--- src/common/systolic_pkg.sv ---
`default_nettype none

package systolic_pkg;

    // mesh is ARRAY_N by ARRAY_N cells
    localparam int ARRAY_N = 4;

    // one matrix word, also used as the accumulator
    // products and sums wrap at 32 bits
    typedef logic signed [31:0] elem_t;

    // one operand column, operand row or result row
    // lane 0 sits in the low word
    typedef struct packed {
        elem_t [ARRAY_N-1:0] lane;
    } vec_t;

    // full accumulator matrix, entry [i] is row i of C
    typedef vec_t [ARRAY_N-1:0] grid_t;

endpackage

`default_nettype wire

--- src/common/sched_pkg.sv ---
`default_nettype none

package sched_pkg;

    // controller phases
    typedef enum logic [1:0] {
        IDLE,
        FEED,
        DRAIN,
        UNLOAD
    } state_t;

    // operand pairs enter over N cycles
    localparam int FEED_LEN = systolic_pkg::ARRAY_N;

    // last operand still needs 2N-1 cycles to reach the far corner cell
    localparam int DRAIN_LEN = 2 * systolic_pkg::ARRAY_N - 1;

    // one result row per cycle
    localparam int UNLOAD_LEN = systolic_pkg::ARRAY_N;

    // cycle count inside a phase, sized for DRAIN_LEN-1
    typedef logic [2:0] phase_cnt_t;

endpackage

`default_nettype wire

--- src/verilog/result_unload.sv ---
`timescale 1ns/1ns
`default_nettype none

module result_unload (
    input  logic                clk,
    input  logic                reset,
    input  sched_pkg::state_t   state,
    input  systolic_pkg::grid_t acc,
    output systolic_pkg::vec_t  result,
    output logic                result_valid
);

    logic [$clog2(systolic_pkg::ARRAY_N)-1:0] row_idx;

    // row 0 on the first unload cycle, then one row per cycle
    always_ff @(posedge clk) begin
        if (!reset) begin
            row_idx <= '0;
        end else if (state == sched_pkg::UNLOAD) begin
            row_idx <= row_idx + 1'b1;
        end else begin
            row_idx <= '0;
        end
    end

    // accumulators are final and held still for the whole unload phase
    assign result_valid = (state == sched_pkg::UNLOAD);
    assign result       = result_valid ? acc[row_idx] : '0;

endmodule

`default_nettype wire

--- config.mk ---
export PLATFORM = sky130hd
export DESIGN_NAME = result_unload
export DESIGN_NICKNAME = d
export VERILOG_FILES = /design/src/common/systolic_pkg.sv /design/src/common/sched_pkg.sv /design/src/verilog/result_unload.sv
export SDC_FILE = /design/constraint.sdc
export NUM_CORES = 1
export LEC_CHECK = 0
export ABC_AREA = 1
export BUFFER_PORTS_ARGS = -buffer_cell sky130_fd_sc_hd__buf_2
export CAP_MARGIN = 20
export CELL_PAD_IN_SITES_DETAIL_PLACEMENT = 1
export CELL_PAD_IN_SITES_GLOBAL_PLACEMENT = 2
export CORE_AREA = 3 3 250 252
export CTS_CLUSTER_SIZE = 24
export DETAILED_ROUTE_END_ITERATION = 7
export DIE_AREA = 0 0 253 255
export PLACE_DENSITY_LB_ADDON = 0.1
export SYNTH_ARGS = -nofsm -noshare
export SYNTH_HDL_FRONTEND = slang
export SYNTH_SLANG_ARGS = --single-unit
--- constraint.sdc ---
create_clock -name clk -period 1.7 [get_ports clk]
set_input_delay 0.085 -clock clk [delete_from_list [all_inputs] [get_ports clk]]
set_output_delay 0.085 -clock clk [all_outputs]
set_load 0.02 [all_outputs]
# Yosys cells after proc, flatten, opt, wreduce, memory -nomap -nowiden
# Index checks and enable logic that the tools add are counted.
dict set report classes {
  addsub 1
  n_mul 0
  div 0
  magnitude_cmp 1
  n_eq_ne 1
  shift 0
  n_mux 3
  bitwise_logic 0
  reduce_logical 1
}
# cell n
set ops {}
lappend ops {{binary-select mux 128 bit (select 2 bit)} 1}
lappend ops {{two-way mux 128 bit} 2}
lappend ops {{less-than comparator 2 x 3 -> 1 bit (second input constant)} 1}
lappend ops {{adder 2 x 1 -> 2 bit (second input constant)} 1}
lappend ops {{equality test 2 bit (second input constant)} 1}
lappend ops {{AND reduction 2 bit} 1}
dict set report totals {
  ff_bits 2
  latchBits 0
  mem_bits_rw 0
  romBits 0
  in_bits 516
  out_inout_bits 129
  elab_cells 8
  mem_count 0
}

# Logic depth before layout (Yosys ltp)
dict set report logic_depth {
  depth_word 3
  depth_mapped 7
  ltp_nobuf 4
}

# Worst setup path after synthesis
# OpenSTA, ideal clock, no wires.
dict set report synth_timing {
  kind {register -> output}
  startpoint {register row_idx[0] in the netlist's numbering}
  endpoint {output port result[102] in the netlist's numbering}
  arrival_time_ps 1230
  required_ps 1615
  setup_slack_ps 385
  stages_incl_launch_ff 7
  n_path_buf 3
  path_cell_list {dfxtp_1 -> buf_4 -> buf_2 -> buf_2 -> nand2_1 -> nand3_1 -> a21oi_1}
}
# item line
set synth_lines {}
lappend synth_lines {{start, declared} result_unload.sv:13} ;# logic [$clog2(systolic_pkg::ARRAY_N)-1:0] row_idx;
lappend synth_lines {{start signal, assigned} result_unload.sv:20} ;# row_idx <= row_idx + 1'b1;
lappend synth_lines {{end, declared} result_unload.sv:9} ;# output systolic_pkg::vec_t result,

==> summary.txt <==
Power and ir drop
  • Power Internal: 1.33 mW
  • Cell Pwr Density: 229 nW/um^2
  • Leak: 7.81 nW
  • Combinational Power Share: 0.848
  • VDD IR-drop max: 0.239 mV
  • Switch Pwr: 1.27 mW
  • Sw Ratio: 0.488
  • Share of power burned in registers: 0.019
  • Clock share of power: 0.133

Detailed routing
  • Wire length per cell: 17.7 microns
  • Iter 0 DRT Violations: 259
  • Routed vias: 11,000
  • DRT Wirelength: 51,900 microns
  • DR pass1 iterations: 4
  • Detailed-route DRC error count: 0
  • Routed Antenna Nets: 0
  • Routed vias/inst: 3.75

Floorplan
  • Die width: 253 microns
  • Core area: 60,400 sq um
  • IO Count: 645
  • Die ar.: 64,500 sq um
  • Initial Utilization: 0.105
  • Rows: 90
  • Die Ht: 255 microns

Place
  • IO Port Bufs: 644
  • Global placement routability congestion: 0.894
  • Post-detail-place hpwl: 42,700 microns
  • Placed insts: 2,897

Global routing
  • Via count of the first global-routing pass: 11,600
  • Gr ovfl total: 0
  • Pin count of the biggest net entering global routing: 59
  • Met2 Resource Use GR: 0.288
  • First-pass GRT wire length: 72,400 microns
  • Gr usage total: 0.148
  • Busiest grt layer: met2
  • Initial antenna violation count: 33
  • GR Util met1: 0.161
  • GRT met3 Usage: 0.0379

Job
  • Max Cap Violations: 0

Synthesis
  • FFs w/ async S/R, synth: 0
  • Area share of the largest cell type after synthesis: 0.305
  • Number of synthesized register bits: 2
  • Leading area contributor after synthesis: inv_1
  • EDFF count, synth: 0
  • Yosys warns: 0
  • Top area cells in the synthesized netlist: inv_1 30%, nand2_1 30%, nand3_1 20%, a21oi_1 10%, buf_2 5.1%
  • Synth Cell Area: 6340 sq um
  • Post-synth top flop: dfxtp_1
  • Synth Instances: 1,517
  • Mapped Nets: 2,033
  • Sequential-to-total area share from yosys stat: 0.00631
  • Count leader, synth: inv_1
  • Commonest cells post-synth: 515 x inv_1, 513 x nand2_1, 256 x nand3_1
  • Mean Syn Cell Area: 4.18 sq um
  • Post-synthesis cell type count: 13

Setup path
  • Stages on the worst setup path: 7
  • Critical Path End: result[40]
  • Critical Path End Type: output pin
  • Reg-to-Reg Start: row_idx[0]
  • CP max-delay cell: dfxtp_4
  • Crit path top cell by count: buf_12
  • Reg2reg path depth: 4
  • Crit path from: row_idx[0]
  • Crit path required time: 1620 ps
  • Worst reg-to-reg setup slack: 610 ps
  • End of the worst register-to-register path: row_idx[1]
  • CP bufs+invs: 4
  • Worst setup SP type: flop
  • Worst EP arrival: 1580 ps
  • Cell chain of the critical path: buf_12 > buf_16 > buf_12 > nand2_1 > nand3_1 > a21oi_1 > buf_4
  • Crit Path Max Fanout: 15
  • Slowest stage delay, CP: 360 ps
  • Delay-heaviest family, CP: buffers and inverters
  • Setup CP Type: reg2out

STA
  • Fmax: 600 MHz
  • Slew Viols, Final: 0
  • Unrepaired setup endpoints after global routing: yes
  • Final setup vio count: 0
  • Slew @ Worst Pin: 384 ps
  • Final hold viol count: 0
  • TNS Setup: 0 ps
  • Max_slew headroom: 0.744
  • Crit share post-route: 0.980
  • Period minus WS final: 1670 ps
  • Worst clock skew: 0.517 ps

Clock tree
  • Hold buffers post-CTS: 0
  • H-tree lvl count: 1
  • CTS buffer count: 3
  • CTS Buffer Depth: 2
  • Worst-Skew Late Latency: 220 ps
  • CTS clk-pin slew, worst paths: 30 ps
  • Clock Tree Root: clkbuf_16
  • CTS tree: yes
  • TritonCTS Sinks: 2

Worst hold path
  • Hold Path Origin: reset
  • Worst hold-check path type: in2reg

Final layout
  • Top flop regs: row_idx (2)
  • Filler instances: 7,976
  • Core Util, Final: 0.189
  • Nets: 2,644
  • Fin cells: 2,930
  • Area Growth Syn to Fin: 79.6%
  • Top reg by flops: row_idx
  • Layout cell share with drive strength beyond 1: 0.353
  • Max reg flops: 2

Status
  • Outcome: completed
## layer usage
metal  routed length, microns  part of all wire  vias up
met3                     3170             0.061       48
met5                      142            0.0027        -
met1                    19900              0.38     5017
met2                    27900              0.54      313
li1                         -                 -     5580
met4                      805             0.016       22
## layout make-up
cell class | count | area [sq um] | share of cell area
antenna | 22 | 55.1 | 0.00483
inverter | 516 | 1950 | 0.171
tap | 782 | 978 | 0.0859
sequential | 2 | 47.5 | 0.00417
clock buffer | 3 | 75.1 | 0.00659
multi-input combinational | 900 | 4030 | 0.354
timing repair buffer | 705 | 4250 | 0.373
## how the worst min path moves through the flow
stage               cells after the start          to  slack [ps]
detailed placement                      3  row_idx[0]         340
floorplan                               2  row_idx[0]         230
finish                                  3  row_idx[0]         120
CTS                                     3  row_idx[0]         120
global route                            3  row_idx[0]         150
global placement                        3  row_idx[0]         330
## metrics by stage
stage          setup slack [ps]  hold slack, ps  instance area (sq um)  total power, mW
2_1_floorplan               385             226                   6340             1.08
3_3_place_gp                185             331                  10800             2.21
3_5_place_dp                177             341                  10800             2.21
4_1_cts                  -0.443             117                  11000             2.59
5_1_grt                   -42.4             152                  11400             2.91
6_report                   33.4             115                  11400             2.60
## worst reg2reg max path: stages (launching register included)
cell and delay, ps:
dfxtp_4 360, buf_12 170, buf_4 150, xnor2_1 110
nor3_1 190
## layout by cell type, fill, tap and decap left out, types with 6 or more instances in the layout
cell type and count:
a21oi_2 27, nand2_1 512, nand3_2 11, clkbuf_16 6, nand3_1 245, buf_6 12, buf_2 601, inv_1 514
buf_4 61, diode_2 22, buf_12 22, a21oi_1 101
## timing repair
action / 4_1_cts / 5_1_grt
setup buffers: 3 / 1
cloned: 1 / 3
endpoints found under the setup margin: 9 / 65
pin swaps: 1 / 10
resized for setup: 13 / 87
## cells by family (layout without fill, tap and decap cells)
kind of cell,count (synthesis),count (layout),share of synthesized area
xor gates and xnor gates,1,1,0.00138
AOI/OAI and AO/OA,128,128,0.101
and+or+nand+nor,771,771,0.507
buffers and inverters,615,1224,0.384
other,0,22,0
DFF,2,2,0.00631
## power groups by stage
stage	clock, mW	sequential (mW)	combinational, mW
floorplan	0	0.0495	1.03
global placement	0	0.0497	2.16
detailed placement	0	0.0498	2.16
CTS	0.355	0.0493	2.19
global route	0.367	0.0497	2.49
finish	0.346	0.0494	2.21
Note: power is estimated with default switching activity, not from simulation.
