[config.mk]
export PLATFORM = sky130hd
export DESIGN_NAME = array_ctrl
export DESIGN_NICKNAME = d
export VERILOG_FILES = /design/src/common/systolic_pkg.sv /design/src/common/sched_pkg.sv /design/src/verilog/array_ctrl.sv
export SDC_FILE = /design/constraint.sdc
export NUM_CORES = 1
export LEC_CHECK = 0
export ABC_CLOCK_PERIOD_IN_PS = 1400
export BUFFER_PORTS_ARGS = -buffer_cell sky130_fd_sc_hd__buf_2
export CAP_MARGIN = 20
export CORE_AREA = 3 3 40 42
export CTS_CLUSTER_SIZE = 20
export DETAILED_ROUTE_END_ITERATION = 16
export DIE_AREA = 0 0 43 45
export SYNTH_ARGS = -nofsm -noshare
export SYNTH_HDL_FRONTEND = slang
export SYNTH_SLANG_ARGS = --single-unit
[constraint.sdc]
create_clock -name clk -period 1.4 [get_ports clk]
set_input_delay 0.28 -clock clk [delete_from_list [all_inputs] [get_ports clk]]
set_output_delay 0.28 -clock clk [all_outputs]
set_load 0.01 [all_outputs]
[src/common/systolic_pkg.sv]
`default_nettype none

package systolic_pkg;

    // mesh is ARRAY_N by ARRAY_N cells
    localparam int ARRAY_N = 4;

    // one matrix word, also used as the accumulator
    // products and sums wrap at 32 bits
    typedef logic signed [31:0] elem_t;

    // one operand column, operand row or result row
    // lane 0 sits in the low word
    typedef struct packed {
        elem_t [ARRAY_N-1:0] lane;
    } vec_t;

    // full accumulator matrix, entry [i] is row i of C
    typedef vec_t [ARRAY_N-1:0] grid_t;

endpackage

`default_nettype wire

[src/common/sched_pkg.sv]
`default_nettype none

package sched_pkg;

    // controller phases
    typedef enum logic [1:0] {
        IDLE,
        FEED,
        DRAIN,
        UNLOAD
    } state_t;

    // operand pairs enter over N cycles
    localparam int FEED_LEN = systolic_pkg::ARRAY_N;

    // last operand still needs 2N-1 cycles to reach the far corner cell
    localparam int DRAIN_LEN = 2 * systolic_pkg::ARRAY_N - 1;

    // one result row per cycle
    localparam int UNLOAD_LEN = systolic_pkg::ARRAY_N;

    // cycle count inside a phase, sized for DRAIN_LEN-1
    typedef logic [2:0] phase_cnt_t;

endpackage

`default_nettype wire

[src/verilog/array_ctrl.sv]
`timescale 1ns/1ns
`default_nettype none

module array_ctrl (
    input  logic              clk,
    input  logic              reset,
    input  logic              start,
    input  logic              phase_last,
    output sched_pkg::state_t state,
    output logic              busy,
    output logic              clear,
    output logic              compute
);

    sched_pkg::state_t state_next;

    // each phase ends when the counter flags its last cycle
    always_comb begin
        state_next = state;
        case (state)
            sched_pkg::IDLE: begin
                if (start) begin
                    state_next = sched_pkg::FEED;
                end
            end
            sched_pkg::FEED: begin
                if (phase_last) begin
                    state_next = sched_pkg::DRAIN;
                end
            end
            sched_pkg::DRAIN: begin
                if (phase_last) begin
                    state_next = sched_pkg::UNLOAD;
                end
            end
            sched_pkg::UNLOAD: begin
                if (phase_last) begin
                    state_next = sched_pkg::IDLE;
                end
            end
            default: begin
                state_next = sched_pkg::IDLE;
            end
        endcase
    end

    always_ff @(posedge clk) begin
        if (!reset) begin
            state <= sched_pkg::IDLE;
        end else begin
            state <= state_next;
        end
    end

    assign busy = (state != sched_pkg::IDLE);

    // accumulators zero on the accepting edge
    assign clear = (state == sched_pkg::IDLE) && start;

    // mesh runs until the last product lands in the corner cell
    assign compute = (state == sched_pkg::FEED) || (state == sched_pkg::DRAIN);

endmodule

`default_nettype wire

## Word-level counts from Yosys, hierarchy flattened

Index checks and enable logic that the tools add are counted.

- Flip-flop bits (word level): 2
- Memories: 0
- Bits in latches: 0
- Bits of input ports: 4
- RAM bits: 0
- Output and inout bits: 5
- Logic and storage cells: 18
- Bits in read-only memories: 0

- Multipliers: 0
- Equality and inequality tests: 7
- Add/subtract/negate cells: 0
- Reduce and logical (&&, ||, !) cells: 5
- Bitwise operators: 0
- Order comparisons: 0
- Shifts and indexed selects: 0
- Div/mod/pow operators: 0
- Muxes and demuxes: 5

Operator list:

| cell | count |
|---|---|
| $mux W2 | 4 |
| $ne A2 B2 Y1 const B | 4 |
| $pmux W2 S4 | 1 |
| $eq A2 B2 Y1 const B | 2 |
| $reduce_and A4 Y1 | 1 |
| $eq A2 B1 Y1 const B | 1 |
| $logic_not A2 Y1 | 1 |
| $reduce_bool A2 Y1 | 1 |
| $logic_and A1 B1 Y1 | 1 |
| $logic_or A1 B1 Y1 | 1 |

## Depth between registers and ports, before layout

Gate-level depths: netlist of the first run.

- Word-level depth: 3
- Mapped depth: 5
- Depth with buffers taken out: 5

## Worst setup path after synthesis of the first run

Ideal clock, no wire load.

- Kind: flip-flop to flip-flop
- From: reg state[0]
- To: reg state[0]
- Path slack: 0.177 ns
- Stages on the path, launching flop included: 6
- Arrival: 1.152 ns
- Library setup time: 0.072 ns
- Required time: 1.328 ns
- Buffers on the path: 0
- Cell sequence: dfxtp_1 -> inv_1 -> ha_1 -> nor3_1 -> o22a_2 -> mux2i_1

- Longest elaborated chain between the ends: 3
- Elaborated cells on any way between the ends: 10
- Those cells by class: 7 x eq/ne; 1 x mux; 2 x reduce/logical

Ends and longest elaborated chain:

| element | line | RTL |
|---|---|---|
| start, declared | array_ctrl.sv:9 | `output sched_pkg::state_t state,` |
| start signal, assigned | array_ctrl.sv:49 | `state <= sched_pkg::IDLE;` |
| start signal, assigned | array_ctrl.sv:51 | `state <= state_next;` |
| $eq A2 B2 Y1, or another cell as far along | array_ctrl.sv:20 | `case (state)` |
| $ne A2 B2 Y1 (no source line) | -- |  |
| $reduce_and A4 Y1 (no source line) | -- |  |

Parallel ways exist; a longest one is shown, timed or not.
A chain may end at the register's enable or synchronous reset.

## Final worst setup path of the first run

- From: reg state[1]
- To: out clear

- Longest elaborated chain between the ends: 2

Ends and longest elaborated chain:

| element | line | RTL |
|---|---|---|
| $logic_not A2 Y1 | array_ctrl.sv:58 | `assign clear = (state == sched_pkg::IDLE) && start;` |
| $logic_and A1 B1 Y1 | array_ctrl.sv:58 |  |
| end, declared | array_ctrl.sv:11 | `output logic clear,` |

No other way between the ends.

==> results of run 1 <==
==> logic make-up after synthesis <==
group / Yosys count / share of synthesized area
buffers and inverters: 3 / 0.0703
AOI/OAI and AO/OA: 2 / 0.0937
adders and majority gates: 4 / 0.313
and+or+nand+nor: 5 / 0.148
DFF: 2 / 0.250
muxes: 2 / 0.125
==> power groups by stage <==
stage          registers, mW  logic, mW  clock network [mW]
6_report               0.105      0.403               0.133
3_3_place_gp           0.118      0.322                   0
3_5_place_dp           0.119      0.328                   0
5_1_grt                0.108      0.450               0.149
2_1_floorplan          0.124      0.210                   0
4_1_cts                0.104      0.394               0.139
==> metrics by stage <==
step                power (mW)  setup slack [ns]  instance area (µm²)  TNS [ns]
floorplan                0.334             0.177                  160         0
global placement         0.440             0.117                  219         0
detailed placement       0.448            0.0839                  219         0
CTS                      0.638            0.0182                  262         0
global route             0.708          -0.00333                  268  -0.00333
finish                   0.641            0.0443                  268         0
==> how the worst max path moves through the flow <==
| stage | to | start | cells after the start |
|---|---|---|---|
| after global placement | state[1] | state[0] | 5 |
| after floorplan | state[0] | state[0] | 5 |
| after global routing | clear | state[1] | 4 |
| final | clear | state[1] | 4 |
| after detailed placement | state[1] | state[1] | 5 |
| after CTS | clear | state[0] | 4 |
==> placed cells by master (no fill, tap or decap) <==
cell,instances
inv_1,1
inv_2,2
buf_2,7
dfxtp_2,2
nand2_1,3
ha_2,1
o21ai_0,1
ha_1,3
buf_4,2
o22a_2,1
and2_2,1
nor3_1,1
buf_6,1
mux2i_1,2
clkbuf_4,3
==> critical path: cells and delay by family, from the launching register on <==
kind                       cells  cell delay (ns)
adders and majority gates      1             0.19
buffers and inverters          2             0.16
DFF                            1             0.32
and+or+nand+nor                1             0.17
==> layout make-up <==
| class | instances | share of cell area |
|---|---|---|
| Multi-Input combinational cell | 13 | 0.416 |
| Clock buffer | 3 | 0.0841 |
| Inverter | 3 | 0.0421 |
| Tap cell | 15 | 0.0701 |
| Sequential cell | 2 | 0.159 |
| Timing Repair Buffer | 10 | 0.229 |
==> routing by layer <==
metal | vias to the layer above | GRT usage
met3 | 2 | 0.0518
met5 | - | 0
met4 | 0 | 0.0542
met2 | 7 | 0.0629
met1 | 73 | 0.0456
li1 | 84 | -
==> what timing repair did <==
action	CTS	global route
setup buffers	2	0
pin swaps	0	0
endpoints found under the setup margin	3	1
hold buffers	0	0
gates resized for setup	3	2
==> metrics.yaml, run 1 <==
grt_use_total: 0.0515
die_area_um2: 1940
synth_cells: 18
synth-seq-cells: 2
yosysMostFrequentCell: "ha_1"
synth_warnings: 0
path_class: "register to output port"
ys_top_cells_by_area: "ha_1 31%, dfxtp_1 25%, mux2i_1 13%"
crit_required_ns: 1.12
yosysSeqAreaShare: 0.250
grt_pass1_vias: 170
htree_levels: 1
min_path_cells: 3
ys_async_sr_fraction: 0
first_iter_violations: 0
pin_count: 9
utilization: 0.208
p_leak_nw: 0.142
setup_viol: 0
power_per_cell_area_nw_per_um2: 2390
p_sw_frac: 0.395
initial_core_util: 0.125
drtPass1Iterations: 1
multi_input_area_um2: 111
holdWs_ns: 0.332
clkSinkCount: 2
cts_buffers: 3
synth_area_um2: 160
final_antenna_net_count: 0
dr_wl_met2_um: 194
antenna_found_initial: 0
crit_chain: "inv_1 -> ha_2 -> and2_2 -> buf_6"
wl_per_cell_um: 8.87
wl_um: 408
synth_cell_types: 10
clockBufferDepth: 2
final_max_slew_viol_count: 0
grt_pass1_wl_um: 641
switchingPower_mw: 0.253
rows: 13
gp_congestion: 0.632
grt-ovfl-total: 0
crit_path_end_kind: "output port"
die_h_um: 45
fill_cells: 139
drt_drc_violations_left: 0
synth_top_cell_area_share: 0.313
vias: 166
seq_power_share: 0.164
area_growth_pct: 67.2
synthTopCellsByCount: "4 x ha_1, 3 x nand2_1, 2 x dfxtp_1, 2 x inv_1, 2 x mux2i_1"
min_period_ns: 1.36
clock_power_share: 0.207
reg_top3: "state: 2 flops"
outcome: "finished clean"
worstSkewPairLatency_ns: 0.23
regArea_um2: 42.5
period_share: 0.968
final_nets: 41
clk_pin_slew_ns: 0.03
synth_enable_flop_cells: 0
wl_met3_um: 48
core_um2: 1280
slowest_delay_ns: 0.32
top_layer: "met4"
antenna_cells: 0
synthFlopType: "dfxtp_1"
layout-drive-gt1-share: 0.645
vias_per_cell: 3.61
r2r_slack_ns: 0.11
largest_register_ff_count: 2
top_register: "state"
cp_max_fo: 3
fmax_ghz: 0.738
grt_max_degree: 5
slew_headroom: 0.892
crit-reg2reg-capture: "state[1]"
dp.cells: 41
vdd_drop_max_v: 0.000557
arrival_ns: 1.08
finClkSkew_ns: 0.00304
drv_cap: 0
dp_hpwl_um: 284
dieWidth_um: 43
syn_nets: 26
cts_tree: "built"
wl_met1_um: 154
synth_area_leader_cell: "ha_1"
internal_power_mw: 0.388
fin_cells: 46
hold_class: "input pin to register"
p_comb_frac: 0.628
rr_startpoint: "state[0]"
cpMaxStageDelayCell: "dfxtp_2"
port_buffers: 8
root_buffer: "clkbuf_4"
hold_violations: 0
start_kind: "register"
hp-start: "reset"
avgSynthCellArea_um2: 8.90
worstMarginPinSlew_ns: 0.161
rr_worst_depth: 5
hold_end: "state[0]"
No activity file was read; power rests on OpenSTA's default activity.
==> run 2, diff against run 1 <==
--- a/config.mk
+++ b/config.mk
@@ -12,6 +12,8 @@
 export CTS_CLUSTER_SIZE = 20
 export DETAILED_ROUTE_END_ITERATION = 16
 export DIE_AREA = 0 0 43 45
+export RECOVER_POWER = 25
+export SLEW_MARGIN = 5
 export SYNTH_ARGS = -nofsm -noshare
 export SYNTH_HDL_FRONTEND = slang
 export SYNTH_SLANG_ARGS = --single-unit
==> metrics.yaml, run 2 (same netlist as run 1, synthesis figures left out) <==
crit_end: "clear"
worstMarginPinSlew_ns: 0.161  # unchanged
outcome: "finished clean"
finClkSkew_ns: 0.00304  # unchanged
clkSinkCount: 2  # unchanged
root_buffer: "clkbuf_4"
setup_viol: 0  # unchanged
final_nets: 41  # unchanged
die_h_um: 45  # unchanged
grt_pass1_wl_um: 641  # unchanged
final_cell_mix: "6 x buf_2, 3 x nand2_1, 3 x ha_1, 3 x clkbuf_4"
hold_violations: 0  # unchanged
power_per_cell_area_nw_per_um2: 2390  # about the same
gp_congestion: 0.632  # unchanged
rows: 13  # unchanged
p_leak_nw: 0.138  # -2.9%
slew_headroom: 0.892  # unchanged
path_class: "register to output port"
crit_path_end_kind: "output port"
final_common_cell: "buf_2"
cpLargestDelayFamily: "flip-flops"
die_area_um2: 1940  # unchanged
rr_startpoint: "state[0]"
hold_class: "input pin to register"
crit_buf_inv: 2  # unchanged
r2r_slack_ns: 0.11  # about the same
crit_required_ns: 1.12  # about the same
port_buffers: 8  # unchanged
drv_cap: 0  # unchanged
hold_buffers: 0  # unchanged
wl_um: 408  # unchanged
wl_per_cell_um: 8.87  # unchanged
first_iter_violations: 0  # unchanged
dp_hpwl_um: 284  # unchanged
clockBufferDepth: 2  # unchanged
worstSkewPairLatency_ns: 0.23  # about the same
layout-drive-gt1-share: 0.613  # -0.0323
top_register: "state"
vias: 166  # unchanged
core_um2: 1280  # unchanged
antenna_found_initial: 0  # unchanged
grt_use_total: 0.0515  # unchanged
fin_setup_tns_ns: 0  # unchanged
drt_drc_violations_left: 0  # unchanged
crit_start: "state[1]"
dieWidth_um: 43  # unchanged
grt-ovfl-total: 0  # unchanged
worstSetupPathDepth: 4  # unchanged
cp_max_fo: 3  # unchanged
cts_tree: "built"
final_antenna_net_count: 0  # unchanged
crit_chain: "inv_1 -> ha_2 -> and2_2 -> buf_6"
period_share: 0.968  # unchanged
clk_pin_slew_ns: 0.03  # about the same
antenna_cells: 0  # unchanged
slowest_delay_ns: 0.32  # about the same
largest_register_ff_count: 2  # unchanged
rr_worst_depth: 5  # unchanged
utilization: 0.207  # -0.000974
min_period_ns: 1.36  # unchanged
initial_core_util: 0.125  # unchanged
hp-start: "reset"
holdWs_ns: 0.332  # unchanged
grt_max_degree: 5  # unchanged
area_growth_pct: 66.4
pin_count: 9  # unchanged
arrival_ns: 1.08  # about the same
crit-reg2reg-capture: "state[1]"
grt_pass1_vias: 170  # unchanged
drtPass1Iterations: 1  # unchanged
cpMaxStageDelayCell: "dfxtp_2"
vdd_drop_max_v: 0.000558  # +0.12%
htree_levels: 1  # unchanged
fmax_ghz: 0.738  # unchanged
final_max_slew_viol_count: 0  # unchanged
cts_buffers: 3  # unchanged
vias_per_cell: 3.61  # unchanged
start_kind: "register"
reg_top3: "state: 2 flops"
==> run 2: what timing repair did <==
action / CTS / global route
resized for setup: 3 / 2
setup endpoints to repair: 3 / 1
buffers inserted: 2 / 0
==> run 2: layout make-up <==
cell class | instances | area (µm²)
Sequential cell | 2 | 42.5
Timing Repair Buffer | 10 | 60.1
Inverter | 3 | 11.3
Tap cell | 15 | 18.8
Fill cell | 140 | 1020
Multi-Input combinational cell | 13 | 111
Clock buffer | 3 | 22.5
==> run 2: worst reg2reg max path, stage by stage, from the launching register on <==
cell	delay, ns
dfxtp_2	0.31
buf_4	0.14
ha_1	0.19
nor3_1	0.19
o22a_2	0.20
mux2i_1	0.18
==> run 2: worst min-delay path by stage <==
stage | endpoint | depth (start not counted)
after CTS | state[0] | 3
after global placement | state[0] | 2
after floorplan | state[0] | 2
final | state[0] | 3
after detailed placement | state[0] | 2
after global routing | state[0] | 3
==> run 2: where the power goes <==
part / leakage, nW / total (mW) / internal [mW] / switching [mW]
Combinational: 0.107 / 0.399 / 0.200 / 0.199
Sequential: 0.0172 / 0.105 / 0.0893 / 0.0161
Clock: 0.0138 / 0.133 / 0.0949 / 0.0378
==> run 2: layer usage <==
metal  wire [µm]  part of all wire  track usage  up-vias
met5           0                 0            0        -
met1         154              0.38       0.0456       73
li1            -                 -            -       84
met4          11             0.027       0.0542        0
met2         194              0.48       0.0629        7
met3          48              0.12       0.0518        2
==> run 2: stage by stage <==
| stage | setup slack [ns] | std cells | total power, mW | instance area, µm² |
|---|---|---|---|---|
| 4_1_cts | 0.0182 | 46 | 0.638 | 262 |
| 2_1_floorplan | 0.177 | 18 | 0.334 | 160 |
| 3_3_place_gp | 0.117 | 41 | 0.440 | 219 |
| 5_1_grt | -0.00333 | 46 | 0.705 | 267 |
| 6_report | 0.0443 | 46 | 0.637 | 267 |
| 3_5_place_dp | 0.0839 | 41 | 0.448 | 219 |
