### config.mk
export PLATFORM = sky130hd
export DESIGN_NAME = skew_buffer
export DESIGN_NICKNAME = d
export VERILOG_FILES = /design/src/common/systolic_pkg.sv /design/src/pe_array/skew_buffer.sv
export SDC_FILE = /design/constraint.sdc
export NUM_CORES = 1
export LEC_CHECK = 0
export ABC_AREA = 0
export BUFFER_PORTS_ARGS = -buffer_cell sky130_fd_sc_hd__buf_2
export CAP_MARGIN = 20
export CELL_PAD_IN_SITES_DETAIL_PLACEMENT = 1
export CELL_PAD_IN_SITES_GLOBAL_PLACEMENT = 1
export CORE_ASPECT_RATIO = 2
export CORE_MARGIN = 2
export CORE_UTILIZATION = 42
export CTS_CLUSTER_DIAMETER = 120
export DETAILED_ROUTE_END_ITERATION = 12
export PLACE_DENSITY = 0.84
export REMOVE_ABC_BUFFERS = 1
export SLEW_MARGIN = 20
export SYNTH_ARGS = -nofsm -noshare
export SYNTH_HDL_FRONTEND = slang
export SYNTH_SLANG_ARGS = --single-unit
### constraint.sdc
create_clock -name clk -period 2.5 [get_ports clk]
set_clock_uncertainty 0.1 [all_clocks]
set_input_delay 0.5 -clock clk [delete_from_list [all_inputs] [get_ports clk]]
set_output_delay 0.5 -clock clk [all_outputs]
set_load 0.05 [all_outputs]
### src/common/systolic_pkg.sv
`default_nettype none

package systolic_pkg;

    // mesh is ARRAY_N by ARRAY_N cells
    localparam int ARRAY_N = 4;

    // one matrix word, also used as the accumulator
    // products and sums wrap at 32 bits
    typedef logic signed [31:0] elem_t;

    // one operand column, operand row or result row
    // lane 0 sits in the low word
    typedef struct packed {
        elem_t [ARRAY_N-1:0] lane;
    } vec_t;

    // full accumulator matrix, entry [i] is row i of C
    typedef vec_t [ARRAY_N-1:0] grid_t;

endpackage

`default_nettype wire

### src/pe_array/skew_buffer.sv
`timescale 1ns/1ns
`default_nettype none

module skew_buffer (
    input  logic               clk,
    input  logic               reset,
    input  logic               feed,
    input  systolic_pkg::vec_t lanes_in,
    output systolic_pkg::vec_t lanes_out
);

    systolic_pkg::vec_t  sample_q;
    systolic_pkg::vec_t  gated;
    systolic_pkg::elem_t delayed [systolic_pkg::ARRAY_N];

    // boundary register, caller data is taken on every edge
    always_ff @(posedge clk) begin
        sample_q <= lanes_in;
    end

    // zeros fill the slots before and after the operand burst
    assign gated = feed ? sample_q : '0;

    assign delayed[0] = gated.lane[0];

    // triangular delay lines, lane k is k stages deep
    for (genvar k = 1; k < systolic_pkg::ARRAY_N; k++) begin : g_lane
        systolic_pkg::elem_t line_q [k];

        always_ff @(posedge clk) begin
            if (!reset) begin
                for (int s = 0; s < k; s++) begin
                    line_q[s] <= '0;
                end
            end else begin
                line_q[0] <= gated.lane[k];
                for (int s = 1; s < k; s++) begin
                    line_q[s] <= line_q[s-1];
                end
            end
        end

        assign delayed[k] = line_q[k-1];
    end

    always_comb begin
        for (int k = 0; k < systolic_pkg::ARRAY_N; k++) begin
            lanes_out.lane[k] = delayed[k];
        end
    end

endmodule

`default_nettype wire

; ---- Word-level counts from Yosys, hierarchy flattened
; Memories as Yosys holds them, arrays and structs flattened.
; Cells that the tools add are included.
[word_totals]
in_bits = 131
memories = 3
ramBits = 192
wordCells = 23
register_bits = 128
out_inout_bits = 128
[mem_list]
columns = memory, words, word_bits, read_ports, rd_ports_with_merged_regs, wr, line_no
row1 = g_lane[3].line_q, 3, 32, 3, 0, 3, skew_buffer.sv:28  ; systolic_pkg::elem_t line_q [k];
row2 = g_lane[2].line_q, 2, 32, 2, 0, 2, skew_buffer.sv:28
row3 = g_lane[1].line_q, 1, 32, 1, 0, 1, skew_buffer.sv:28
[op_classes]
reduce_logical = 1
n_bitwise = 5
mux = 10
[ops]
columns = op, count
row1 = 2-to-1 mux 32 bit, 6
row2 = 2-to-1 mux 128 bit, 1
row3 = OR reduction 32 bit, 1
row4 = bitwise OR 1 bit, 5
row5 = 2-to-1 mux 1 bit, 3

; ---- Logic depth before layout (Yosys ltp)
; Gate-level depths: netlist of the first run.
[depth]
ltp_word = 3
ltp_mapped = 3
ltp_nobuf = 1

; ---- Least setup slack after synthesis of the first run
; OpenSTA, ideal clock, no wires.
[synth_path]
path_type = in2out
startpoint = in feed
endpoint = out lanes_out[0] in the netlist's numbering
arrival_time_ps = 1230
stages = 3
t_required_ps = 1900
path_slack_ps = 670
n_path_buf = 2
cell_sequence = buf_2 > clkbuf_2 > and2_1
[synth_lines]
columns = item, line_no
row1 = "start, declared", skew_buffer.sv:7  ; input logic feed,
row2 = "end, declared", skew_buffer.sv:9  ; output systolic_pkg::vec_t lanes_out

==> flow_metrics.tcl, run 1 <==
set metrics [dict create \
    grt_overflow 0 \
    arrival_ns 1.36 \
    max-slew-margin-rel 0.740 \
    ant_nets 0 \
    p_per_area_nw_per_um2 873 \
    area_delta_synth_final_pct 36.6 \
    layout_common_cells "dfxtp_1, buf_2, and2_1, dlygate4sd3_1, and3_1" \
    pre_cts_slack_ns 0.597 \
    path_cells "buf_2, buf_12, and2_1, buf_2" \
    grt_pass1_wl_mm 32.5 \
    ioPinCount 259 \
    yosysWarningCount 0 \
    num_rows 73 \
    cts_made_buffers 26 \
    final_common_cell "dfxtp_1" \
    via_per_inst 4.32 \
    die_h_um 205 \
    period_needed_ns 1.96 \
    cts_htree_levels 1 \
    worst_pin_slew_ns 0.390 \
    cp-end-kind "primary output" \
    slowest_delay_ns 0.28 \
    fillerInstances 2091 \
    clkLatencyLatePin_ns 0.53 \
    postCtsHoldBufs 128 \
    grt_pass1_vias 6086 \
    maxCapViolCount 0 \
    drc 0 \
    max_freq_mhz 509 \
    postCtsResizedCells 0 \
    slew_viol_final 0 \
    cts_buffer_depth 3 \
    rr_startpoint "sample_q[43]$_DFF_P_" \
    crit_end "lanes_out[16]" \
    p_leak_nw 5.73 \
    setup_viol 0 \
    setup_ws_ns 0.536 \
    hold-worst-slack_ns 0.331 \
    synth_seq_cells 320 \
    start_kind "input port" \
    clockPowerShare 0.397 \
    cp_num_buf_inv 3 \
    fin_crit_sh 0.786 \
    cp.required_ns 1.90 \
    postCtsSetupBuffers 0 \
    finalSetupTns_ns 0 \
    grt_max_degree 94 \
    p_comb_frac 0.076 \
    routedWlPerCell_um 17.4 \
    clock_sinks 320 \
    holdCritPathClass "reg2reg" \
    postSynthCellCount 643 \
    design_area_um2 11600 \
    path_delay_family "buffers and inverters" \
    grt_setup_unrepaired "no" \
    rrSetupSlack_ns 1.78 \
    seq_area_frac_synth 0.751 \
    hold_viol_final 0 \
    hpwl_mm 12.4 \
    path_clk_slew_ns 0.07 \
    syn_avg_cell_area_um2 13.3 \
    whs_path_depth 1 \
    drt-pass1-iter-count 4 \
    synth_cell_types 8 \
    rr_worst_depth 1 \
    outcome "completed" \
    drive_gt1_frac 0.311 \
    syn-cell-area_um2 8530 \
    power.internal_mw 7.88 \
    p_sw_mw 2.28 \
    core_um2 19900 \
    start_util 0.428 \
    num_vias 5386 \
    crit_path_frequent_cell "buf_2" \
    total_power_mw 10.2 \
    dpl_cell_area_um2 9500 \
    drt_iter0_drc 115 \
    slowest_stage "buf_2" \
    r2r_end "g_lane[1].line_q[0][11]$_SDFF_PN0_" \
    cts_tree "built" \
    peakVddDrop_uv 744 \
    die_w_um 105 \
    power_frac_seq 0.527 \
    io_buffers 258 \
    nNetsFinal 1094 \
    dieArea_um2 21500 \
    path_class "in2out" \
    wl_mm 21.6 \
    root_buffer "clkbuf_16" \
    globalplace.congestion 0.767 \
    antenna_found_initial 2 \
    cp-startpoint "feed" \
    path_depth 4 \
    crit_fanout 58 \
    switching_share 0.224 \
    track_usage 0.196 \
]
==> per-stage QoR <==
step	util	instances
finish	0.585	1247
global route	0.585	1247
CTS	0.584	1244
detailed placement	0.477	1069
global placement	0.477	1069
floorplan	-	544
==> synth_stat cells <==
| cell | n | area share |
|---|---|---|
| dfxtp_1 | 320 | 0.75 |
| buf_2 | 11 | 0.0065 |
| and3_1 | 96 | 0.070 |
| and2_1 | 128 | 0.094 |
| clkbuf_2 | 11 | 0.0065 |
| buf_4 | 67 | 0.059 |
| clkbuf_1 | 1 | 0.00044 |
| buf_6 | 9 | 0.012 |
==> logic make-up (layout without fill, tap and decap cells) <==
| group | after synthesis | count (layout) | synth area share |
|---|---|---|---|
| buffers and inverters | 99 | 438 | 0.0842 |
| flip-flops | 320 | 320 | 0.751 |
| other | 0 | 3 | 0 |
| AND/OR/NAND/NOR | 224 | 224 | 0.164 |
==> routing by layer <==
| layer | vias to the layer above | global-route usage | part of all wire |
|---|---|---|---|
| li1 | 2600 | - | - |
| met1 | 2557 | 0.184 | 0.33 |
| met2 | 178 | 0.389 | 0.58 |
| met3 | 51 | 0.0383 | 0.051 |
| met4 | 0 | 0.102 | 0.043 |
| met5 | - | 0 | 0 |
==> power by group through the flow <==
stage / clock network [mW] / registers (mW) / logic, mW
2_1_floorplan: 0 / 5.60 / 0.178
3_3_place_gp: 0 / 5.46 / 0.572
3_5_place_dp: 0 / 5.47 / 0.591
4_1_cts: 4.12 / 5.35 / 0.759
5_1_grt: 4.34 / 5.37 / 0.815
6_report: 4.04 / 5.36 / 0.770
==> sequential cells by signal, indices dropped and copies added (netlist names) <==
signal         flops
g_lane.line_q    192
sample_q         128
==> how the worst min path moves through the flow <==
| stage | startpoint | slack [ns] | end |
|---|---|---|---|
| floorplan | g_lane[2].line_q[0][0]$_SDFF_PN0_ | 0.31 | g_lane[2].line_q[0][32]$_SDFF_PN0_ |
| global placement | g_lane[3].line_q[0][14]$_SDFF_PN0_ | 0.31 | g_lane[3].line_q[0][46]$_SDFF_PN0_ |
| detailed placement | g_lane[3].line_q[0][27]$_SDFF_PN0_ | 0.32 | g_lane[3].line_q[0][59]$_SDFF_PN0_ |
| CTS | reset | 0.33 | g_lane[3].line_q[0][85]$_SDFF_PN0_ |
| global route | reset | 0.35 | g_lane[3].line_q[0][85]$_SDFF_PN0_ |
| finish | g_lane[2].line_q[0][20]$_SDFF_PN0_ | 0.33 | g_lane[2].line_q[0][52]$_SDFF_PN0_ |
==> layout make-up <==
type | instances | area [um2] | share of cell area
Clock inverter | 9 | 73.8 | 0.00634
Clock buffer | 38 | 777 | 0.0667
Sequential cell | 320 | 6410 | 0.550
Tap cell | 262 | 328 | 0.0282
Timing Repair Buffer | 391 | 2650 | 0.228
Multi-Input combinational cell | 224 | 1400 | 0.120
Antenna cell | 3 | 7.51 | 0.000645
(Power assumes the default switching activity.)
==> run 2: changes to the inputs <==
--- a/config.mk
+++ b/config.mk
@@ -5,17 +5,17 @@
 export SDC_FILE = /design/constraint.sdc
 export NUM_CORES = 1
 export LEC_CHECK = 0
-export ABC_AREA = 0
+export ABC_AREA = 1
 export BUFFER_PORTS_ARGS = -buffer_cell sky130_fd_sc_hd__buf_2
 export CAP_MARGIN = 20
 export CELL_PAD_IN_SITES_DETAIL_PLACEMENT = 1
 export CELL_PAD_IN_SITES_GLOBAL_PLACEMENT = 1
 export CORE_ASPECT_RATIO = 2
 export CORE_MARGIN = 2
-export CORE_UTILIZATION = 42
+export CORE_UTILIZATION = 38
 export CTS_CLUSTER_DIAMETER = 120
 export DETAILED_ROUTE_END_ITERATION = 12
-export PLACE_DENSITY = 0.84
+export PLACE_DENSITY = 0.8
 export REMOVE_ABC_BUFFERS = 1
 export SLEW_MARGIN = 20
 export SYNTH_ARGS = -nofsm -noshare
==> constraint.sdc (replaced) <==
create_clock -name clk -period 2 [get_ports clk]
set_clock_uncertainty 0.1 [all_clocks]
set_input_delay 0.4 -clock clk [delete_from_list [all_inputs] [get_ports clk]]
set_output_delay 0.4 -clock clk [all_outputs]
set_load 0.05 [all_outputs]
==> flow_metrics.tcl, run 2 <==
set metrics [dict create \
    outcome "completed" \
    syn-cell-area_um2 8800 \
    core_um2 22700 \
    seq_area_frac_synth 0.728 \
    ys_dominant_reg_cell "dfxtp_1" \
    final_cells 1494 \
    drt-pass1-iter-count 4 \
    ioPinCount 259 \
    path_clk_slew_ns 0.07 \
    yosys-top-cells-area "dfxtp_1, inv_1, buf_4" \
    highest_layer "met4" \
    dpl_cell_area_um2 9910 \
    design_area_um2 12100 \
    slew_viol_final 0 \
    die_h_um 219 \
    dieArea_um2 24500 \
    postSynthCellCount 858 \
    clkLatencyLatePin_ns 0.53 \
    wl_met1_mm 7.28 \
    synth_most_common_cell "dfxtp_1" \
    wl_mm 22.8 \
    clock_sinks 320 \
    final_common_cell "dfxtp_1" \
    start_util 0.387 \
    maxCapViolCount 0 \
    grt_max_degree 97 \
    cts_buffer_depth 3 \
    cts_htree_levels 1 \
    wl_met3_mm 1.21 \
    routedWlPerCell_um 15.3 \
    area_delta_synth_final_pct 38.1 \
    globalplace.congestion 0.769 \
    die_w_um 112 \
    peakVddDrop_uv 1020 \
    start_kind "register" \
    setup_ws_ns 0.243 \
    largest_register_ffs 192 \
    path_class "reg2out" \
    crit_fanout 1 \
    root_buffer "clkbuf_16" \
    ant_nets 0 \
    regMostFlops "g_lane.line_q" \
    cp-end-kind "primary output" \
    ys_top_cells_by_count "dfxtp_1, inv_1, nand2_1" \
    max_freq_mhz 569 \
    detailroute.wirelength.met2_mm 13.2 \
    synth_top_area_frac 0.728 \
    p_per_area_nw_per_um2 1090 \
    drt_iter0_drc 157 \
    antenna_found_initial 2 \
    postCtsSetupBuffers 0 \
    cp.required_ns 1.50 \
    io_buffers 258 \
    holdCritPathClass "in2reg" \
    synthArstFlopShare 0 \
    yosysWarningCount 0 \
    pre_cts_slack_ns 0.428 \
    cts_made_buffers 27 \
    period_needed_ns 1.76 \
    p_leak_nw 6.92 \
    layout_common_cells "dfxtp_1, buf_2, inv_1" \
    fillerInstances 2514 \
    num_vias 5991 \
    finalSetupTns_ns 0 \
    grt_pass1_vias 6832 \
    synth_area_leader_cell "dfxtp_1" \
    postCtsResizedCells 0 \
    num_rows 78 \
    worst_pin_slew_ns 0.433 \
    max-slew-margin-rel 0.711 \
    syn_avg_cell_area_um2 10.3 \
    synth_edf_count 0 \
    grt_overflow 0 \
    grt_setup_unrepaired "no" \
    largestRegisters "g_lane.line_q x192, sample_q x128" \
    synth_seq_cells 320 \
    fin_crit_sh 0.879 \
    grt_pass1_wl_mm 35.4 \
    cts_tree "built" \
    hpwl_mm 12.3 \
    dp_cells 1315 \
    hold_viol_final 0 \
    via_per_inst 4.01 \
    setup_viol 0 \
    drc 0 \
    track_usage 0.186 \
    synth_cell_types 9 \
    final_core_utilization 0.534 \
    drive_gt1_frac 0.277 \
    arrival_ns 1.26 \
    postCtsHoldBufs 128 \
    nNetsFinal 1323 \
]
## run 2: kinds of logic after synthesis
group,count (synthesis),share of synthesized area
DFF,320,0.728
and+or+nand+nor,225,0.103
buffers and inverters,313,0.169
## run 2: worst paths after layout
kind	start	to	slack, ns	depth (start not counted)
hold / removal	reset	g_lane[2].line_q[0][1]$_SDFF_PN0_	0.28	3
setup reg to reg	sample_q[113]$_DFF_P_	g_lane[3].line_q[0][17]$_SDFF_PN0_	1.28	2
setup / recovery	sample_q[24]$_DFF_P_	lanes_out[24]	0.24	3
hold reg to reg	g_lane[3].line_q[0][41]$_SDFF_PN0_	g_lane[3].line_q[0][73]$_SDFF_PN0_	0.31	2
## run 2: stage by stage
step	power, mW	hold slack [ns]
after global placement	7.59	0.292
after floorplan	7.29	0.290
after global routing	13.7	0.301
after CTS	13.3	0.271
after detailed placement	7.62	0.299
final	13.2	0.277
## run 2: metal layers
layer  global-route usage  up-vias
li1                     -     2961
met1                0.167     2741
met2                0.377      221
met3               0.0381       68
met4                0.104        0
met5                    0        -
## run 2: power by group
group / leakage (nW) / internal [mW] / switching (mW)
Clock: 0.461 / 3.23 / 2.25
Combinational: 3.81 / 0.391 / 0.612
Sequential: 2.65 / 6.63 / 0.0846
Total: 6.92 / 10.3 / 2.95
## run 2: cell type report
| cell class | instances | area, um2 | area share |
|---|---|---|---|
| sequential | 320 | 6410 | 0.528 |
| timing repair buffer | 394 | 2690 | 0.221 |
| multi-input combinational | 225 | 912 | 0.0751 |
| inverter | 224 | 841 | 0.0692 |
| clock buffer | 37 | 773 | 0.0637 |
| tap | 280 | 350 | 0.0288 |
| clock inverter | 11 | 169 | 0.0139 |
| antenna | 3 | 7.51 | 0.000618 |
## run 2: worst max-delay path, cell delays in order (launching register included)
cell and delay, ns:
dfxtp_1 0.34, nand2_1 0.06, inv_1 0.07, buf_2 0.26
