[src/common/systolic_pkg.sv]
`default_nettype none

package systolic_pkg;

    // mesh is ARRAY_N by ARRAY_N cells
    localparam int ARRAY_N = 4;

    // one matrix word, also used as the accumulator
    // products and sums wrap at 32 bits
    typedef logic signed [31:0] elem_t;

    // one operand column, operand row or result row
    // lane 0 sits in the low word
    typedef struct packed {
        elem_t [ARRAY_N-1:0] lane;
    } vec_t;

    // full accumulator matrix, entry [i] is row i of C
    typedef vec_t [ARRAY_N-1:0] grid_t;

endpackage

`default_nettype wire

[src/common/sched_pkg.sv]
`default_nettype none

package sched_pkg;

    // controller phases
    typedef enum logic [1:0] {
        IDLE,
        FEED,
        DRAIN,
        UNLOAD
    } state_t;

    // operand pairs enter over N cycles
    localparam int FEED_LEN = systolic_pkg::ARRAY_N;

    // last operand still needs 2N-1 cycles to reach the far corner cell
    localparam int DRAIN_LEN = 2 * systolic_pkg::ARRAY_N - 1;

    // one result row per cycle
    localparam int UNLOAD_LEN = systolic_pkg::ARRAY_N;

    // cycle count inside a phase, sized for DRAIN_LEN-1
    typedef logic [2:0] phase_cnt_t;

endpackage

`default_nettype wire

[src/verilog/phase_counter.sv]
`timescale 1ns/1ns
`default_nettype none

module phase_counter (
    input  logic              clk,
    input  logic              reset,
    input  sched_pkg::state_t state,
    output logic              phase_last
);

    sched_pkg::state_t    state_q;
    sched_pkg::phase_cnt_t count;
    sched_pkg::phase_cnt_t count_cur;
    sched_pkg::phase_cnt_t last_count;

    // first cycle of a new state reads as zero
    assign count_cur = (state != state_q) ? '0 : count;

    always_comb begin
        case (state)
            sched_pkg::FEED:   last_count = sched_pkg::phase_cnt_t'(sched_pkg::FEED_LEN - 1);
            sched_pkg::DRAIN:  last_count = sched_pkg::phase_cnt_t'(sched_pkg::DRAIN_LEN - 1);
            sched_pkg::UNLOAD: last_count = sched_pkg::phase_cnt_t'(sched_pkg::UNLOAD_LEN - 1);
            default:           last_count = '0;
        endcase
    end

    // idle has no length, it waits for start
    assign phase_last = (state != sched_pkg::IDLE) && (count_cur == last_count);

    always_ff @(posedge clk) begin
        if (!reset) begin
            state_q <= sched_pkg::IDLE;
            count   <= '0;
        end else begin
            state_q <= state;
            if (state == sched_pkg::IDLE) begin
                count <= '0;
            end else begin
                count <= count_cur + 1'b1;
            end
        end
    end

endmodule

`default_nettype wire

[config.mk]
export PLATFORM = sky130hd
export DESIGN_NAME = phase_counter
export DESIGN_NICKNAME = d
export VERILOG_FILES = /design/src/common/systolic_pkg.sv /design/src/common/sched_pkg.sv /design/src/verilog/phase_counter.sv
export SDC_FILE = /design/constraint.sdc
export NUM_CORES = 1
export LEC_CHECK = 0
export BUFFER_PORTS_ARGS = -buffer_cell sky130_fd_sc_hd__buf_2
export CAP_MARGIN = 10
export CORE_AREA = 4 4 41 43
export DETAILED_ROUTE_END_ITERATION = 10
export DIE_AREA = 0 0 45 47
export MAX_ROUTING_LAYER = met4
export SYNTH_ARGS = -nofsm -noshare
export SYNTH_HDL_FRONTEND = slang
export SYNTH_SLANG_ARGS = --single-unit
[constraint.sdc]
create_clock -name clk -period 1.2 [get_ports clk]
set_input_delay 0.24 -clock clk [delete_from_list [all_inputs] [get_ports clk]]
set_output_delay 0.24 -clock clk [all_outputs]
set_load 0.01 [all_outputs]
# == Word-level counts from Yosys, hierarchy flattened ==
# Cells that the tools add are included.
# op_classes
n_addsub,1
eq_ne,5
muxes,2
n_bitwise,1
n_reduce_logical,5
# op_table
op,count
case mux 3 bit (2 select lines),1
== test 2 bit (second input constant),2
OR reduction 2 bit,2
adder 3 x 1 -> 3 bit (second input constant),1
== test 3 bit,1
2-to-1 mux 3 bit,1
== test 2 x 1 -> 1 bit (second input constant),1
logical NOT 2 bit,1
!= test 2 bit,1
nonzero test 2 bit,1
logical AND 1 bit,1
inverter 1 bit,1
# word_totals
reg_bits,5
in_bits,4
out_inout_bits,1
word_cells,16

# == Depth between registers and ports, before layout ==
# Gate-level depths: netlist of the first run.
# logic_depth
depth_word,5
depth_mapped,6
depth_no_buf,6

# == Worst setup path before layout of the first run ==
# Ideal clock, no wire load.
# synth_timing
kind,register to register
startpoint,reg state_q[0]
endpoint,reg count[1]
setup_time_ns,0.115
arrival_ns,1.096
required_ns,1.085
path_slack_ns,-0.011
stages_incl_launch_ff,6
path_buffers,0
synth_period_minus_slack_ns,1.211
cell_sequence,dfxtp_1 > xor2_1 > nor2_1 > and2_1 > ha_1 > and2_1
# synth_between
elab_chain_cells,3
# synth_rtl
element,line_no,source
start: declaration,phase_counter.sv:11,sched_pkg::state_t state_q;
start signal: assignment,phase_counter.sv:33,state_q <= sched_pkg::IDLE;
start signal: assignment,phase_counter.sv:36,state_q <= state;
!= test 2 bit,phase_counter.sv:17,assign count_cur = (state != state_q) ? '0 : count;
2-to-1 mux 3 bit,phase_counter.sv:17,
adder 3 x 1 -> 3 bit,phase_counter.sv:40,count <= count_cur + 1'b1;
end signal: assignment,phase_counter.sv:40,
end: declaration,phase_counter.sv:12,sched_pkg::phase_cnt_t count;
# No other way between the ends.
# A chain may end at the register's enable or synchronous reset.

# == Worst setup path in the final report of the first run ==
# layout_timing
startpoint,reg state_q[0]
endpoint,out phase_last
# layout_between
elab_chain_cells,4
# layout_rtl
element,line_no,source
!= test 2 bit,phase_counter.sv:17,
2-to-1 mux 3 bit,phase_counter.sv:17,
== test 3 bit,phase_counter.sv:29,assign phase_last = (state != sched_pkg::IDLE) && (count_cur == last_count);
logical AND 1 bit,phase_counter.sv:29,
end: declaration,phase_counter.sv:8,output logic phase_last
# No other way between the ends.

==> summary.txt, run 1 <==
max-cap viol count: 0
die area: 2120 um^2
IO Port Bufs: 4
max-slew violations: 0
synth top area cells: dfxtp_1, and2_1, xor2_1, ha_1, nand4bb_1
Setup Buffers After CTS: 0
sequential fraction of the synthesis area: 0.421
worst setup path start: state_q[0]
GRT Total Usage: 0.0620
status: finished, violations left
CP max-delay cell: dfxtp_2
relative slew slack: 0.840
First-pass DRT Iterations: 3
total number of vias: 189
share of the synthesized area in the top cell type: 0.421
DP Wirelength: 315 um
crit path max fanout: 4
Final Instance Area: 350 um^2
WHS Path Cells: 2
number of synthesized register bits: 5
dpl cells: 45
failing checks: negative setup slack
worst setup margin: -0.191 ns
Worst Hold Class: in2reg
Netlist cell types: 15
number of fill cells: 152
ANT cells: 0
IO Pins: 5
starting density of the core: 0.183
antenna violations before repair: 0
TritonCTS clock tree: done
GP Congestion: 0.669
Pint: 0.000325 W
layout cells sized above 1: 0.471
RSZ-0062 raised after global routing: yes
Post-synth EDFFs: 0
clock transition at the registers of the reported paths: 0.04 ns
element type at the critical path end: output pin
Crit path max-delay family: flip-flops
Sw Pwr: 0.000103 W
DRT Wirelength: 417 um
gr busiest metal: met4
Mapped Cells: 24
clock power share: 0.473
Worst Path Arrival: 1.15 ns
Layout Skew: 0.00245 ns
Req. time, crit path: 0.96 ns
sw frac: 0.240
Core Rows: 13
Hold Path Origin: reset
Primary FF master, synth: dfxtp_1
startpoint types: flop
Sink Count: 5
post-synth top area cell: dfxtp_1
clock tree buffer depth: 2
CP Cell Sequence: xor2_2 -> nor2_2 -> and3_1 -> buf_2
Tot Pwr: 0.000427 W
Leak Pwr: 0.147 nW
Seq pwr share: 0.421
final setup fails: 3
Crit. path cell count: 4
DRC: 0
Fmax achieved: 719 MHz
grt ovf: 0
routing usage on met2: 0.0847
average cell area after synthesis: 9.91 um^2
total CTS buffers: 3
Setup CP Type: reg2out
part of the cycle the worst path needs: 1.16
Vias per Instance: 3.86
grt met3 use: 0.0230
power per cell area: 1220 nW/um^2
min Tclk post-route: 1.39 ns
DRT iter0 DRCs: 1
Core Box Area: 1300 um^2
top post-synthesis cells by count: dfxtp_1, and2_1, nand2_1, xor2_1
DIE WIDTH: 45 um
CTS Root Cell: clkbuf_4
first-pass GRT wire length: 793 um
hold_buf cts: 0
synthesized area: 238 um^2
vias in the first global route: 208
clk_lat worst skew: 0.25 ns
pin count of the biggest net entering global routing: 5
Worst Max-Slew Pin Slew: 0.239 ns
P&R area growth vs syn: 47.4%
Critical Path Max Stage Delay: 0.32 ns
Final Hold Viols: 0
count leader, synth: dfxtp_1
Mapped Nets: 29
Worst R2R Path Depth: 5
Worst IR Drop VDD: 0.325 mV
die height: 47 um
GRT met1 Usage: 0.0569
nets: 40
final hold slack: 0.232 ns
number of non-filler instances in the completed layout: 49
DP Area: 292 um^2
asr flop ratio synth: 0
synth warn: 0
drt wl/cell: 8.51 um
Gate power share: 0.107
ANT nets after route: 0
worst r2r src: state_q[0]
WP buf/inv: 1
H-tree levels: 1
-- worst reg2reg max path, delay by kind of cell (launching register included) --
kind | cells | cell delay (ns)
fa+ha+maj | 1 | 0.20
flops | 1 | 0.32
xor+xnor | 1 | 0.15
simple gates | 3 | 0.47
-- area by class of cell --
class / instances / area [um^2] / share of cell area
Clock buffer: 4 / 26.3 / 0.0750
Tap cell: 15 / 18.8 / 0.0536
Sequential cell: 5 / 103 / 0.293
Multi-Input combinational cell: 19 / 168 / 0.479
Timing Repair Buffer: 6 / 35.0 / 0.100
-- metal layers --
metal | vias up | wire length, um
met5 | - | 0
met4 | 0 | 20
met3 | 2 | 31
met2 | 4 | 186
met1 | 83 | 178
li1 | 100 | -
-- logic make-up (layout without fill, tap and decap cells) --
family                   after synthesis  count (layout)  synth area share
multiplexers                           1               1            0.0421
buffers and inverters                  0              10                 0
AO/OA/AOI/OAI                          2               2            0.0632
flip-flops                             5               5             0.421
AND/OR/NAND/NOR                       13              13             0.347
adder cells (fa/ha/maj)                1               1            0.0526
XOR/XNOR                               2               2            0.0737
-- power groups by stage --
stage / combinational (W) / clock (W) / sequential, W
6_report: 0.0000456 / 0.000202 / 0.000180
5_1_grt: 0.0000536 / 0.000219 / 0.000180
4_1_cts: 0.0000454 / 0.000206 / 0.000180
3_5_place_dp: 0.0000396 / 0 / 0.000181
3_3_place_gp: 0.0000390 / 0 / 0.000181
2_1_floorplan: 0.0000217 / 0 / 0.000180
-- stage by stage --
stage / setup TNS [ns] / util / worst slack [ns]
final: -0.248 / 0.269 / -0.191
after detailed placement: -0.391 / 0.224 / -0.164
after global placement: -0.363 / 0.224 / -0.152
after global routing: -0.501 / 0.269 / -0.265
after floorplan: 0 / - / 0.00670
after CTS: -0.305 / 0.262 / -0.215
-- placed cells by master, fill, tap and decap left out, types with 2 or more instances in the layout --
cell / count
and2_1: 4
buf_2: 4
clkbuf_4: 3
dfxtp_1: 3
xor2_2: 2
nand2_1: 2
buf_4: 2
dfxtp_2: 2
-- path summary, 6_finish.rpt --
check | endpoint | slack (ns)
worst min-delay path | state_q[1] | 0.23
worst max register to register | count[1] | -0.04
worst min register to register | count[0] | 0.49
worst max-delay path | phase_last | -0.19
-- sequential cells by signal, indices dropped and copies added, names as in the netlist --
signal,count
count,3
state_q,2
-- timing repair --
item | CTS | global route
endpoints found under the hold margin | 0 | 0
cloned | 0 | 0
pin swaps | 3 | 0
endpoints found under the setup margin | 3 | 3
gates resized for setup | 6 | 1
(Power assumes the default switching activity.)
==> inputs of run 2 (changes only) <==
ABC_AREA = 1   (was default)
==> run 2 against run 1 <==
  * The run still ends with negative setup slack left
  * Flip-flop and latch count stayed put
  * Die area stayed put
  * Non-clock buffer count is 8 higher
  * Global-route usage is 1.3 points higher
  * Sequential power hardly changed
  * Worst hold slack better by 0.0091 ns
  * Critical endpoint unchanged
  * Highest routed layer unchanged
==> summary.txt, run 2 <==
Pint: 0.000356 W
Post-synth EDFFs: 0
sequential fraction of the synthesis area: 0.379
ANT cells: 0
Req. time, crit path: 0.96 ns
Fmax achieved: 711 MHz
clock power share: 0.412
final hold slack: 0.241 ns
IO Port Bufs: 4
drt wl/cell: 8.77 um
Layout Skew: 0.000600 ns
top flop regs: count (3), state_q (2)
clock transition at the registers of the reported paths: 0.04 ns
total CTS buffers: 3
P&R area growth vs syn: 62.1%
element type at the critical path end: output pin
CTS Root Cell: clkbuf_4
RSZ-0062 raised after global routing: yes
TritonCTS clock tree: done
Sink Count: 5
First-pass DRT Iterations: 4
top post-synthesis cells by count: inv_1, nand2_1, dfxtp_1, nor2_1, nand4_1
worst setup margin: -0.207 ns
H-tree levels: 1
Worst R2R End: count[2]
DRT iter0 DRCs: 2
Setup CP Type: reg2out
Core Rows: 13
DP Wirelength: 446 um
starting density of the core: 0.203
worst setup path start: state_q[1]
synthesized area: 264 um^2
Mapped Cells: 37
failing checks: negative setup slack
synth top area cells: dfxtp_1, inv_1, nand2_1, nand4_1, nor2_1
Tot Pwr: 0.000475 W
Worst R2R Path Depth: 8
setup tns final: -0.331 ns
antenna violations before repair: 0
worst r2r src: state_q[1]
commonest non-fill, non-tap cell in the layout: buf_4
first-pass GRT wire length: 993 um
max reg flops: 3
die height: 47 um
part of the cycle the worst path needs: 1.17
GRT met1 Usage: 0.0776
most frequent cells in the layout: buf_4, inv_1, nand2_1, nor2_1, buf_2
vias in the first global route: 241
GRT Total Usage: 0.0752
max-cap viol count: 0
die area: 2120 um^2
DRC: 0
crit path max fanout: 4
Gate power share: 0.204
synth warn: 0
Primary FF master, synth: dfxtp_1
DIE WIDTH: 45 um
max-slew violations: 0
Sw Pwr: 0.000119 W
Mapped Nets: 42
hold_buf cts: 0
count leader, synth: inv_1
pin count of the biggest net entering global routing: 6
fin util: 0.329
relative slew slack: 0.887
startpoint types: flop
share of the synthesized area in the top cell type: 0.379
average cell area after synthesis: 7.14 um^2
DRT Wirelength: 614 um
Seq pwr share: 0.384
nets: 61
power per cell area: 1110 nW/um^2
Leak Pwr: 0.219 nW
most flop-heavy register: count
number of synthesized register bits: 5
post-synth top area cell: dfxtp_1
clk_lat worst skew: 0.24 ns
status: finished, violations left
routing usage on met2: 0.102
ANT nets after route: 0
sw frac: 0.251
Worst Hold Class: in2reg
IO Pins: 5
Worst Max-Slew Pin Slew: 0.170 ns
Worst R2R Setup Slack: -0.08 ns
Core Box Area: 1300 um^2
Vias per Instance: 3.94
GP Congestion: 0.714
grt met3 use: 0.0268
final setup fails: 3
layout cells sized above 1: 0.455
Worst Setup EP: phase_last
total number of vias: 276
min Tclk post-route: 1.41 ns
Netlist cell types: 11
Worst IR Drop VDD: 0.524 mV
asr flop ratio synth: 0
gr busiest metal: met2
grt ovf: 0
Worst Path Arrival: 1.17 ns
Final Hold Viols: 0
clock tree buffer depth: 2
[run 2: through the flow]
stage / instances / setup slack (ns) / cell area (um^2)
detailed placement: 61 / -0.0986 / 340
CTS: 68 / -0.212 / 393
finish: 70 / -0.207 / 428
global route: 70 / -0.255 / 428
global placement: 61 / -0.0718 / 340
floorplan: 37 / 0.0354 / 264
[run 2: power groups by stage]
stage                     Clock, W  Sequential, W  Combinational [W]
final                     0.000196       0.000183          0.0000968
after global routing      0.000212       0.000183           0.000109
after CTS                 0.000205       0.000180          0.0000815
after detailed placement         0       0.000183          0.0000687
after global placement           0       0.000182          0.0000673
after floorplan                  0       0.000181          0.0000370
[run 2: critical path, stage by stage (launching register included)]
cell and delay, ns:
dfxtp_2 0.34, xnor2_4 0.17, nand4_1 0.10, a21oi_1 0.16
buf_2 0.15
[run 2: worst min-delay path by stage]
stage / start / to / slack (ns) / cells past startpoint
4_1_cts: reset / state_q[0] / 0.24 / 3
3_5_place_dp: reset / state_q[0] / 0.49 / 3
2_1_floorplan: state[0] / state_q[0] / 0.37 / 2
5_1_grt: reset / state_q[0] / 0.26 / 3
3_3_place_gp: reset / state_q[0] / 0.49 / 3
6_report: reset / state_q[0] / 0.24 / 3
[run 2: cell families (layout without fill, tap and decap cells)]
group | after synthesis | in the layout | share of synthesized area
AND/OR/NAND/NOR | 18 | 18 | 0.322
buffers and inverters | 9 | 27 | 0.128
flip-flops | 5 | 5 | 0.379
AO/OA/AOI/OAI | 3 | 3 | 0.0616
adder cells (fa/ha/maj) | 1 | 1 | 0.0474
XOR/XNOR | 1 | 1 | 0.0616
[run 2: metal layers]
| layer | wire length, um | part of all wire |
|---|---|---|
| met2 | 292 | 0.48 |
| met4 | 31 | 0.050 |
| met3 | 27 | 0.044 |
| met1 | 263 | 0.43 |
| met5 | 0 | 0 |
[run 2: layout make-up]
| cell class | instances | area (um^2) |
|---|---|---|
| clock buffers | 4 | 26.3 |
| fillers | 155 | 873 |
| inverters | 9 | 33.8 |
| multi-input cells | 23 | 151 |
| flip-flops and latches | 5 | 103 |
| well taps | 15 | 18.8 |
| repair buffers | 14 | 95.1 |
[run 2: timing repair]
action,4_1_cts,5_1_grt
pin swaps,2,4
endpoints found under the setup margin,3,3
gates resized for setup,2,5
hold endpoints to repair,0,0
setup buffers,3,2
